==> src/hw/tmr_pkg.sv <==
package tmr_pkg;

  // Redundancy and datapath widths
  localparam int unsigned NumReplicas = 3;
  localparam int unsigned AccWidth    = 32;
  localparam int unsigned CountWidth  = 8;
  localparam int unsigned ShiftWidth  = 5;  // Rotate amount and fault bit index
  localparam int unsigned StateWidth  = AccWidth + CountWidth;

  typedef enum logic [1:0] {
    OP_ADD  = 2'b00,
    OP_XOR  = 2'b01,
    OP_ROTL = 2'b10,  // Rotate by operand[4:0]
    OP_LOAD = 2'b11
  } acc_op_e;

  // One command per cycle, valid acts as a strobe
  typedef struct packed {
    logic                valid;
    acc_op_e             op;
    logic [AccWidth-1:0] operand;
  } acc_cmd_t;

  // Upset request, flips acc[bit_sel] in every masked replica
  typedef struct packed {
    logic [NumReplicas-1:0] replica_mask;
    logic [ShiftWidth-1:0]  bit_sel;
  } fault_req_t;

  // Architectural state of one replica
  typedef struct packed {
    logic [AccWidth-1:0]   acc;
    logic [CountWidth-1:0] count;  // Executed commands, wraps
  } acc_state_t;

  // Everything a replica sees from the fanout
  typedef struct packed {
    acc_cmd_t              cmd;
    logic                  inject;
    logic [ShiftWidth-1:0] inject_bit;
    logic                  resync;  // Take voted state as base
  } core_in_t;

endpackage

==> src/hw/tmr_fanout.sv <==
module tmr_fanout import tmr_pkg::*; (
  input  logic                         clk_i,
  input  logic                         arst_n_i,
  input  acc_cmd_t                     cmd_i,
  input  fault_req_t                   fault_i,
  input  logic       [NumReplicas-1:0] mismatch_i,
  output core_in_t   [NumReplicas-1:0] core_in_o,
  output logic                         cmd_valid_o
);

  acc_cmd_t               cmd_q;
  fault_req_t             fault_q;
  logic [NumReplicas-1:0] resync_q;
  logic [NumReplicas-1:0] inject;

  // Input stage, one register shared by all replicas
  always_ff @(posedge clk_i or negedge arst_n_i) begin
    if (!arst_n_i) begin
      cmd_q    <= '0;
      fault_q  <= '0;
      resync_q <= '0;
    end else begin
      cmd_q    <= cmd_i;
      fault_q  <= fault_i;
      resync_q <= mismatch_i;  // Disagreeing replica reloads next cycle
    end
  end

  // Per-replica inject strobes from the mask
  always_comb begin
    for (int i = 0; i < NumReplicas; i++) begin
      inject[i] = fault_q.replica_mask[i];
    end
  end

  always_comb begin
    for (int i = 0; i < NumReplicas; i++) begin
      core_in_o[i].cmd        = cmd_q;        // Lockstep, same command everywhere
      core_in_o[i].inject     = inject[i];
      core_in_o[i].inject_bit = fault_q.bit_sel;
      core_in_o[i].resync     = resync_q[i];
    end
  end

  assign cmd_valid_o = cmd_q.valid;

endmodule

==> config.mk <==
export PLATFORM = sky130hd
export DESIGN_NAME = tmr_fanout
export DESIGN_NICKNAME = d
export VERILOG_FILES = /design/src/hw/tmr_pkg.sv /design/src/hw/tmr_fanout.sv
export SDC_FILE = /design/constraint.sdc
export NUM_CORES = 1
export LEC_CHECK = 0
export BUFFER_PORTS_ARGS = -buffer_cell sky130_fd_sc_hd__buf_2
export CAP_MARGIN = 20
export CORE_MARGIN = 8
export CORE_UTILIZATION = 35
export CTS_BUF_LIST = sky130_fd_sc_hd__clkbuf_16
export DETAILED_ROUTE_END_ITERATION = 6
export PLACE_DENSITY = 0.85
export SYNTH_ARGS = -nofsm -noshare
export SYNTH_HDL_FRONTEND = slang
export SYNTH_SLANG_ARGS = --single-unit
==> constraint.sdc <==
create_clock -name clk_i -period 0.8 [get_ports clk_i]
set_input_delay 0 -clock clk_i [delete_from_list [all_inputs] [get_ports clk_i]]
set_output_delay 0 -clock clk_i [all_outputs]
set_load 0.01 [all_outputs]
==> tab_implementation.tex <==
\begin{tabular}{lr}
\hline
Metric & Value \\
\hline
\multicolumn{2}{l}{\textbf{Clocking}} \\
Clock transition at the registers of the reported paths & 0.06 ns \\
Number of buffers on the longest clock path & 2 \\
Total clock buffers created by CTS & 5 \\
CTS H-Tree Depth & 2 \\
Number of sinks on the clock net & 46 \\
CTS tree & done \\
Clock root cell & sky130\_fd\_sc\_hd\_\_clkbuf\_16 \\
\multicolumn{2}{l}{\textbf{Setup path}} \\
Crit Path Max Fanout & 3 \\
Category of the critical setup timing path & flip-flop to primary output \\
Critical path, cell by cell & buf\_2 \\
Crit. Startpoint & core\_in\_o[25] \\
Type of element capturing the critical path & primary output \\
Category of cells accounting for the largest share of critical-path delay & flip-flops \\
Worst path bufs/invs & 1 \\
Highest cell delay on the worst timing path & $\sim$0.4 ns \\
Data arrival time of the critical path & between 0.8 and 0.9 ns \\
Cell at the slowest stage of the critical path & sky130\_fd\_sc\_hd\_\_dfrtp\_1 \\
Required time of the worst setup path & 0.80 ns \\
Sort of element at the start of the critical path & flip-flop \\
\multicolumn{2}{l}{\textbf{Floorplanning}} \\
Number of core rows & 26 \\
I/O pin count & 175 \\
Initial core utilization & 0.353 \\
Die extent in x & 86.9 um \\
Die Area & 7550 um\^{}2 \\
Chip height & 86.9 um \\
CORE AREA & 4980 um\^{}2 \\
\multicolumn{2}{l}{\textbf{Place}} \\
\# placed instances & 291 \\
Post-detailed-placement cell area & 2130 um\^{}2 \\
Placement Setup Slack & 0.267 ns \\
\# port buffers & 174 \\
Final GP Congestion & roughly 0.70 \\
Hpwl dp & 3710 um \\
\multicolumn{2}{l}{\textbf{Timing}} \\
Sum Neg Setup Slack & -1.24 ns \\
Final period demand of the worst path & $\sim$0.84 ns \\
Worst relative slew slack & 0.841 \\
Hold violation total from the final report & 0 \\
Maximum clock rate & 1190 MHz \\
\# setup viols final & 93 \\
Crit share post-route & 1.05 \\
Post-layout worst setup margin & -0.0370 ns \\
Setup repair after global routing missed its margin & true \\
Worst slew pin tran & between 0.2 and 0.25 ns \\
Final max-slew violation count & 0 \\
\multicolumn{2}{l}{\textbf{Global route}} \\
Number of antenna violations at the first check in global routing & 0 \\
Largest net degree at the start of global routing & between 40 and 50 \\
Wire length of the first global-routing pass & 7690 um \\
Vias in the first global route & 1,529 \\
Total congestion overflow & 0 \\
All-Layer GR Usage & 0.133 \\
\multicolumn{2}{l}{\textbf{Route}} \\
Detailed Route WL & 5160 um \\
Via count of the routed design & about 1,300 \\
Residual DRC & 0 \\
Met3 wire length & about 590 um \\
Met2 wire length & 3040 um \\
Wl on met1 & roughly 1500 um \\
Via density & 3.77 \\
Detailed Routing Iterations Pass 1 & 2 \\
Count of nets left with antenna violations after detail routing & 0 \\
Drt initial violations & 18 \\
DR top layer & met4 \\
Routed wire length per instance & 14.9 um \\
\multicolumn{2}{l}{\textbf{Hold path}} \\
Hold WC Path Type & primary input to async pin \\
\multicolumn{2}{l}{\textbf{Status}} \\
Run status & finished with violations \\
Failing checks & negative setup slack \\
\multicolumn{2}{l}{\textbf{Yosys}} \\
Register bit total from synthesis & 46 \\
Post-synthesis sequential area ratio & 0.654 \\
Library cells used by synthesis & 2 \\
Mapped Nets & 175 \\
Average footprint of a synthesized cell & 13.9 um\^{}2 \\
Top cells by area in the synthesized netlist & sky130\_fd\_sc\_hd\_\_dfrtp\_1, sky130\_fd\_sc\_hd\_\_buf\_4 \\
Total number of yosys warnings & 0 \\
Number of standard cells after synthesis & 127 \\
Area share of the largest cell type after synthesis & 0.654 \\
Leading area contributor after synthesis & sky130\_fd\_sc\_hd\_\_dfrtp\_1 \\
Cell area after technology mapping & 1760 um\^{}2 \\
\multicolumn{2}{l}{\textbf{Finish}} \\
Synth-to-Final Area Change & 61.3\% \\
Proportion of layout cells with a drive suffix above 1 & 0.656 \\
Most frequent cells in the layout & sky130\_fd\_sc\_hd\_\_buf\_2, sky130\_fd\_sc\_hd\_\_dlygate4sd3\_1, sky130\_fd\_sc\_hd\_\_dfrtp\_1, sky130\_fd\_sc\_hd\_\_buf\_6, sky130\_fd\_sc\_hd\_\_clkbuf\_16 \\
Final cell count without fillers & 346 \\
Multi-input combinational gate total & 0 \\
Number of inserted diodes & 0 \\
Multi-input logic area & 0 um\^{}2 \\
Number of nets in the layout & 323 \\
Most common cell after layout, fill and taps aside & sky130\_fd\_sc\_hd\_\_buf\_2 \\
Post-route cell area & roughly 2800 um\^{}2 \\
\multicolumn{2}{l}{\textbf{Pwr}} \\
Overall power consumption & approximately 5300 uW \\
Power Density & 1870 nW/um\^{}2 \\
Worst supply voltage drop on vdd & 900 uV \\
Total leakage power & 0.00153 uW \\
\multicolumn{2}{l}{\textbf{Run}} \\
Max-capacitance violation count & 0 \\
\hline
\end{tabular}
[registers in the layout, summed over array words and instances (netlist names)]
signal,cells
resync_q,3
core_in_o,39
cmd_valid_o,1
inject,3
[layer usage]
layer,GRT usage,vias up
met5,0,-
met4,0.0532,0
met3,0.0651,6
met2,0.259,83
met1,0.109,617
li1,-,599
[cell families (layout without fill, tap and decap cells)]
kind of cell,Yosys count,in the layout,synth area share
buffers and inverters,81,230,0.346
DFF,46,46,0.654
[cell type report]
cell class	count	area, um^2
Fill cell	407	2140
Clock inverter	3	12.5
Sequential cell	46	1150
Tap cell	70	87.6
Clock buffer	5	125
Timing Repair Buffer	222	1460
[final timing paths]
path	end	slack, ns	cells past startpoint
min in group clk_i	core_in_o[19]	0.36	2
worst max-delay path	core_in_o[25]	-0.04	1
max in group asynchronous	core_in_o[38]	0.31	3
worst min-delay path	core_in_o[8]	0.27	3
[tightest hold or removal path, cell delays in order]
cell and delay [ns]:
sky130_fd_sc_hd__dlygate4sd3_1 0.55, sky130_fd_sc_hd__buf_2 0.13, sky130_fd_sc_hd__buf_12 0.24
[synthesized netlist by cell type]
library cell	n
sky130_fd_sc_hd__buf_4	81
sky130_fd_sc_hd__dfrtp_1	46
[stage by stage]
step           hold WS [ns]  utilization
2_1_floorplan        -0.296            -
3_3_place_gp       -0.00463        0.428
3_5_place_dp        0.00794        0.428
4_1_cts               0.247        0.553
5_1_grt               0.305        0.570
6_report              0.273        0.570
[power by group]
group / leakage (uW) / internal, uW / switching (uW)
Sequential: 0.000536 / 2450 / 83.0
Clock: 0.0000724 / 1130 / 735
Combinational: 0.000924 / 501 / 415
[what timing repair did]
| item | in CTS | in global routing |
|---|---|---|
| hold buffers | 47 | 0 |
| buffers inserted | 0 | 0 |
| hold endpoints to repair | 92 | 0 |
| setup endpoints to repair | 121 | 123 |
| resized for setup | 2 | 14 |
Note: power is estimated with default switching activity, not from simulation.
