### config.mk
export PLATFORM = sky130hd
export DESIGN_NAME = acc_core
export DESIGN_NICKNAME = d
export VERILOG_FILES = /design/src/hw/tmr_pkg.sv /design/src/hw/acc_core.sv
export SDC_FILE = /design/constraint.sdc
export NUM_CORES = 1
export LEC_CHECK = 0
export ABC_AREA = 1
export ABC_CLOCK_PERIOD_IN_PS = 3650
export BUFFER_PORTS_ARGS = -buffer_cell sky130_fd_sc_hd__buf_2
export CAP_MARGIN = 20
export CORE_MARGIN = 10
export CORE_UTILIZATION = 35
export CTS_BUF_LIST = sky130_fd_sc_hd__clkbuf_4
export CTS_CLUSTER_DIAMETER = 80
export CTS_CLUSTER_SIZE = 12
export DETAILED_ROUTE_END_ITERATION = 10
export PLACE_DENSITY = 0.59
export SETUP_SLACK_MARGIN = 0.05
export SYNTH_ARGS = -nofsm -noshare
export SYNTH_HDL_FRONTEND = slang
export SYNTH_SLANG_ARGS = --single-unit
### constraint.sdc
create_clock -name clk_i -period 3.65 [get_ports clk_i]
set_clock_uncertainty 0.1 [all_clocks]
set_input_delay 0.1825 -clock clk_i [delete_from_list [all_inputs] [get_ports clk_i]]
set_output_delay 0.1825 -clock clk_i [all_outputs]
set_load 0.01 [all_outputs]
### src/hw/tmr_pkg.sv
package tmr_pkg;

  // Redundancy and datapath widths
  localparam int unsigned NumReplicas = 3;
  localparam int unsigned AccWidth    = 32;
  localparam int unsigned CountWidth  = 8;
  localparam int unsigned ShiftWidth  = 5;  // Rotate amount and fault bit index
  localparam int unsigned StateWidth  = AccWidth + CountWidth;

  typedef enum logic [1:0] {
    OP_ADD  = 2'b00,
    OP_XOR  = 2'b01,
    OP_ROTL = 2'b10,  // Rotate by operand[4:0]
    OP_LOAD = 2'b11
  } acc_op_e;

  // One command per cycle, valid acts as a strobe
  typedef struct packed {
    logic                valid;
    acc_op_e             op;
    logic [AccWidth-1:0] operand;
  } acc_cmd_t;

  // Upset request, flips acc[bit_sel] in every masked replica
  typedef struct packed {
    logic [NumReplicas-1:0] replica_mask;
    logic [ShiftWidth-1:0]  bit_sel;
  } fault_req_t;

  // Architectural state of one replica
  typedef struct packed {
    logic [AccWidth-1:0]   acc;
    logic [CountWidth-1:0] count;  // Executed commands, wraps
  } acc_state_t;

  // Everything a replica sees from the fanout
  typedef struct packed {
    acc_cmd_t              cmd;
    logic                  inject;
    logic [ShiftWidth-1:0] inject_bit;
    logic                  resync;  // Take voted state as base
  } core_in_t;

endpackage

### src/hw/acc_core.sv
module acc_core import tmr_pkg::*; (
  input  logic       clk_i,
  input  logic       arst_n_i,
  input  core_in_t   core_in_i,
  input  acc_state_t voted_state_i,
  output acc_state_t state_o
);

  acc_state_t state_q;
  acc_state_t state_d;
  acc_state_t base;
  acc_state_t exec;

  function automatic logic [AccWidth-1:0] rotl(
    input logic [AccWidth-1:0]   val,
    input logic [ShiftWidth-1:0] sh
  );
    logic [2*AccWidth-1:0] dbl;
    dbl = {val, val} << sh;
    return dbl[2*AccWidth-1:AccWidth];  // Upper half holds the rotated word
  endfunction

  // Apply one command to a state
  function automatic acc_state_t step(
    input acc_state_t cur,
    input acc_cmd_t   cmd
  );
    acc_state_t nxt;
    nxt = cur;
    if (cmd.valid) begin
      case (cmd.op)
        OP_ADD:  nxt.acc = cur.acc + cmd.operand;
        OP_XOR:  nxt.acc = cur.acc ^ cmd.operand;
        OP_ROTL: nxt.acc = rotl(cur.acc, cmd.operand[ShiftWidth-1:0]);
        OP_LOAD: nxt.acc = cmd.operand;
        default: nxt.acc = cur.acc;
      endcase
      nxt.count = cur.count + 1'b1;
    end
    return nxt;
  endfunction

  // Resync picks the voted state as starting point
  assign base = core_in_i.resync ? voted_state_i : state_q;

  assign exec = step(base, core_in_i.cmd);

  always_comb begin
    state_d = exec;
    if (core_in_i.inject) begin
      state_d.acc[core_in_i.inject_bit] = ~exec.acc[core_in_i.inject_bit];  // Upset
    end
  end

  always_ff @(posedge clk_i or negedge arst_n_i) begin
    if (!arst_n_i) begin
      state_q <= '0;
    end else begin
      state_q <= state_d;
    end
  end

  assign state_o = state_q;

  // Resync leaves the replica in step with the vote
  assert property (@(posedge clk_i) disable iff (!arst_n_i)
    (core_in_i.resync && !core_in_i.inject) |=> (state_q == voted_state_i))
    else $error("replica did not resync to voted state");

endmodule

==> flow_metrics.tcl <==
set metrics [dict create \
    status "complete, no violations" \
    synth_compound_area_share_pct 8.89 \
    critPathTopFamily "simple AND/OR/NAND/NOR gates" \
    netlist_area_sq_um 8040 \
    ff2ff_setup_slack_ns 0.14 \
    crit_path_top_delay_cell "dfrtp_1" \
    largest_reg_flops 40 \
    min_to "state_o[6]$_DFF_PN0_" \
    ys_types 36 \
    globalplace.congestion 1.02 \
    wl_met3_um 3840 \
    period_share_pct 96.2 \
    vias 11700 \
    globalRouteOverflowTotal 0 \
    first_iter_violations 1416 \
    worstHoldPathCells 4 \
    synth_fa_ha_area_share_pct 5.23 \
    io-pin-count 124 \
    crit_cells 23 \
    first_pass_iters 7 \
    synth_top_family_by_area "simple AND/OR/NAND/NOR gates" \
    synth_common_cells "nand3_1, nand2_1, inv_1" \
    synth_mux_area_share_pct 0.249 \
    finalHoldWorstSlack_ns 0.0218 \
    yosys-top-cells-area "nand3_1, nand2_1, dfrtp_1" \
    htreeDepth 2 \
    timing.rr.start "state_o[16]$_DFF_PN0_" \
    min_from "voted_state_i[6]" \
    cpPeakStageDelay_ns 0.45 \
    max_cap_viol_count 0 \
    post-route-drc-count 0 \
    setup_viol 0 \
    final_layout_size_suffix_gt1_share_pct 27.2 \
    cp.required_ns 3.83 \
    crit_arrival_ns 3.69 \
    rsz0062_at_grt "true" \
    crit_buf_inv 4 \
    yosys.area_share.simple_pct 61.0 \
    ctsLongestPathBuffers 2 \
    ys_ff_latch 40 \
    cts_tree "yes" \
    io_buffer_count 123 \
    instances_no_fill 2071 \
    netlist.area_leader.share_pct 29.1 \
    grt_pass1_vias 10500 \
    peakVddDrop_mv 0.144 \
    tightestPinTransition_ns 0.918 \
    wl_met1_um 18100 \
    vias_per_cell 5.66 \
    area_growth_pct 38.8 \
    cp_cell_sequence "nand2_2 -> nand2_2 -> ha_4 -> nand2_1 -> inv_1 -> nand2_2 -> nor3_4 -> nand2_2 -> nand3_4 -> a21oi_1 -> o21ai_1 -> nand2_1 -> inv_1 -> nand2_2 -> nand3_1 -> nand2_2 -> o21ai_4 -> nand3_2 -> nor2_4 -> clkbuf_16 -> nand3_1 -> nand2_1 -> inv_1" \
    synth_nets 1648 \
    dp_cells 2039 \
    dpl_cell_area_sq_um 10000 \
    clk_pin_slew_ns 0.13 \
    grt_pass1_wl_um 61800 \
    routedWlPerCell_um 20.7 \
    grt_usage_pct 27.2 \
    cp-start-kind "register" \
    grt_max_degree 41 \
    reg2reg_depth 23 \
    routed-wl-met2_um 19200 \
    cts_root_buf "clkbuf_4" \
    fin_area_sq_um 11200 \
    worstSkewPairLatency_ns 0.37 \
    ant_nets 0 \
    antenna_found_initial 1 \
    synth-seq-area-share_pct 12.4 \
    synth_ff_type "dfrtp_1" \
    synth_most_common_cell "nand3_1" \
    slew_headroom_pct 38.5 \
    die_w_um 172 \
    dieArea_sq_um 29400 \
    synth_edf_count 0 \
    hp-class "in2reg" \
    syn_inst 1531 \
    p_leak_nw 5.75 \
    die_h_um 172 \
    coreArea_sq_um 22600 \
    start_util_pct 35.5 \
    ys_warn_count 0 \
    filler_cell_count 2364 \
    finalWirelength_um 42800 \
    end_kind "register" \
    critPathKind "reg2reg" \
    cpMostUsedCell "nand2_2" \
    highest_layer "met4" \
    rows 55 \
    async_reset_ff_share_pct 100 \
    max_freq_mhz 285 \
    numCtsBuffers 5 \
    synth-xor-area-share_pct 1.09 \
    yosysTopAreaCell "nand3_1" \
    post-route-min-period_ns 3.51 \
    place_hpwl_um 34300 \
    nNetsFinal 1901 \
    cts.sinks 40 \
    worstReg2RegEnd "state_o[12]$_DFF_PN0_" \
    avgSynthCellArea_sq_um 5.25 \
    power.total_mw 3.13 \
    cp_max_fo 5 \
    final_max_slew_viol_count 0 \
    pwr_density_cell_nw_per_um2 281 \
    hold_viol 0 \
]
[worst max-delay path by stage]
| stage | endpoint | startpoint | slack [ns] |
|---|---|---|---|
| final | state_o[12]$_DFF_PN0_ | state_o[16]$_DFF_PN0_ | 0.14 |
| after global placement | state_o[32]$_DFF_PN0_ | core_in_i[0] | -0.20 |
| after global routing | state_o[19]$_DFF_PN0_ | state_o[18]$_DFF_PN0_ | -0.03 |
| after detailed placement | state_o[34]$_DFF_PN0_ | core_in_i[0] | -0.21 |
| after floorplan | state_o[30]$_DFF_PN0_ | core_in_i[0] | 0.44 |
| after CTS | state_o[17]$_DFF_PN0_ | state_o[8]$_DFF_PN0_ | 0.07 |
[layout by cell type (no fill, tap or decap), types with 18 or more instances in the layout]
| master | Yosys | routed |
|---|---|---|
| nand2_1 | 442 | 384 |
| nand3_1 | 467 | 454 |
| nand3b_1 | 18 | 18 |
| dfrtp_1 | 40 | 40 |
| a21oi_1 | 47 | 39 |
| nand2_2 | 2 | 50 |
| ha_4 | 0 | 24 |
| buf_4 | 2 | 178 |
| inv_1 | 148 | 143 |
| o21ai_0 | 82 | 68 |
| nand2_4 | 9 | 19 |
| nor2_1 | 107 | 92 |
| buf_2 | 14 | 123 |
[layout make-up]
class	instances	area (sq um)	share of cell area [%]
antenna	1	2.50	0.0224
inverter	150	566	5.07
clock buffer	5	37.5	0.336
clock inverter	3	37.5	0.336
timing repair buffer	317	2250	20.1
multi-input combinational	1270	6920	61.9
sequential	40	1000	8.97
tap	285	357	3.19
[cell families after synthesis]
| logic type | after synthesis |
|---|---|
| flops | 40 |
| mux | 2 |
| simple gates | 1085 |
| compound gates | 140 |
| buf+inv | 221 |
| fa+ha+maj | 33 |
| xor+xnor | 10 |
[tightest hold or removal path, cell delays in order]
cell and delay, ns:
buf_2 0.07, nand2_1 0.04, nand2_1 0.10, xnor2_1 0.08
[power breakdown]
group          internal (mW)  switching, mW  total [mW]
sequential             0.508         0.0558       0.563
combinational          0.900           1.37        2.27
clock                  0.140          0.162       0.302
total                   1.55           1.59        3.13
[metrics by stage]
stage | TNS (ns) | utilization [%] | worst slack [ns]
2_1_floorplan | 0 | - | 0.436
3_3_place_gp | -5.83 | 44.4 | -0.200
3_5_place_dp | -6.12 | 44.4 | -0.206
4_1_cts | 0 | 44.8 | 0.0724
5_1_grt | -0.263 | 49.3 | -0.0293
6_report | 0 | 49.3 | 0.139
[what timing repair did]
action                                 CTS  global route
setup endpoints to repair               32            32
pin swaps                                0            23
gates resized for setup                  9           174
buffers inserted                         0            17
hold buffers                             1             0
endpoints found under the hold margin   40             0
cloned                                   0             5
[routing by layer]
layer | vias up | global-route usage [%]
met5 | - | 0
met4 | 0 | 6.47
met3 | 69 | 3.78
met2 | 672 | 44.1
met1 | 5361 | 37.1
li1 | 5618 | -
Power figures use the tool's default switching activity.
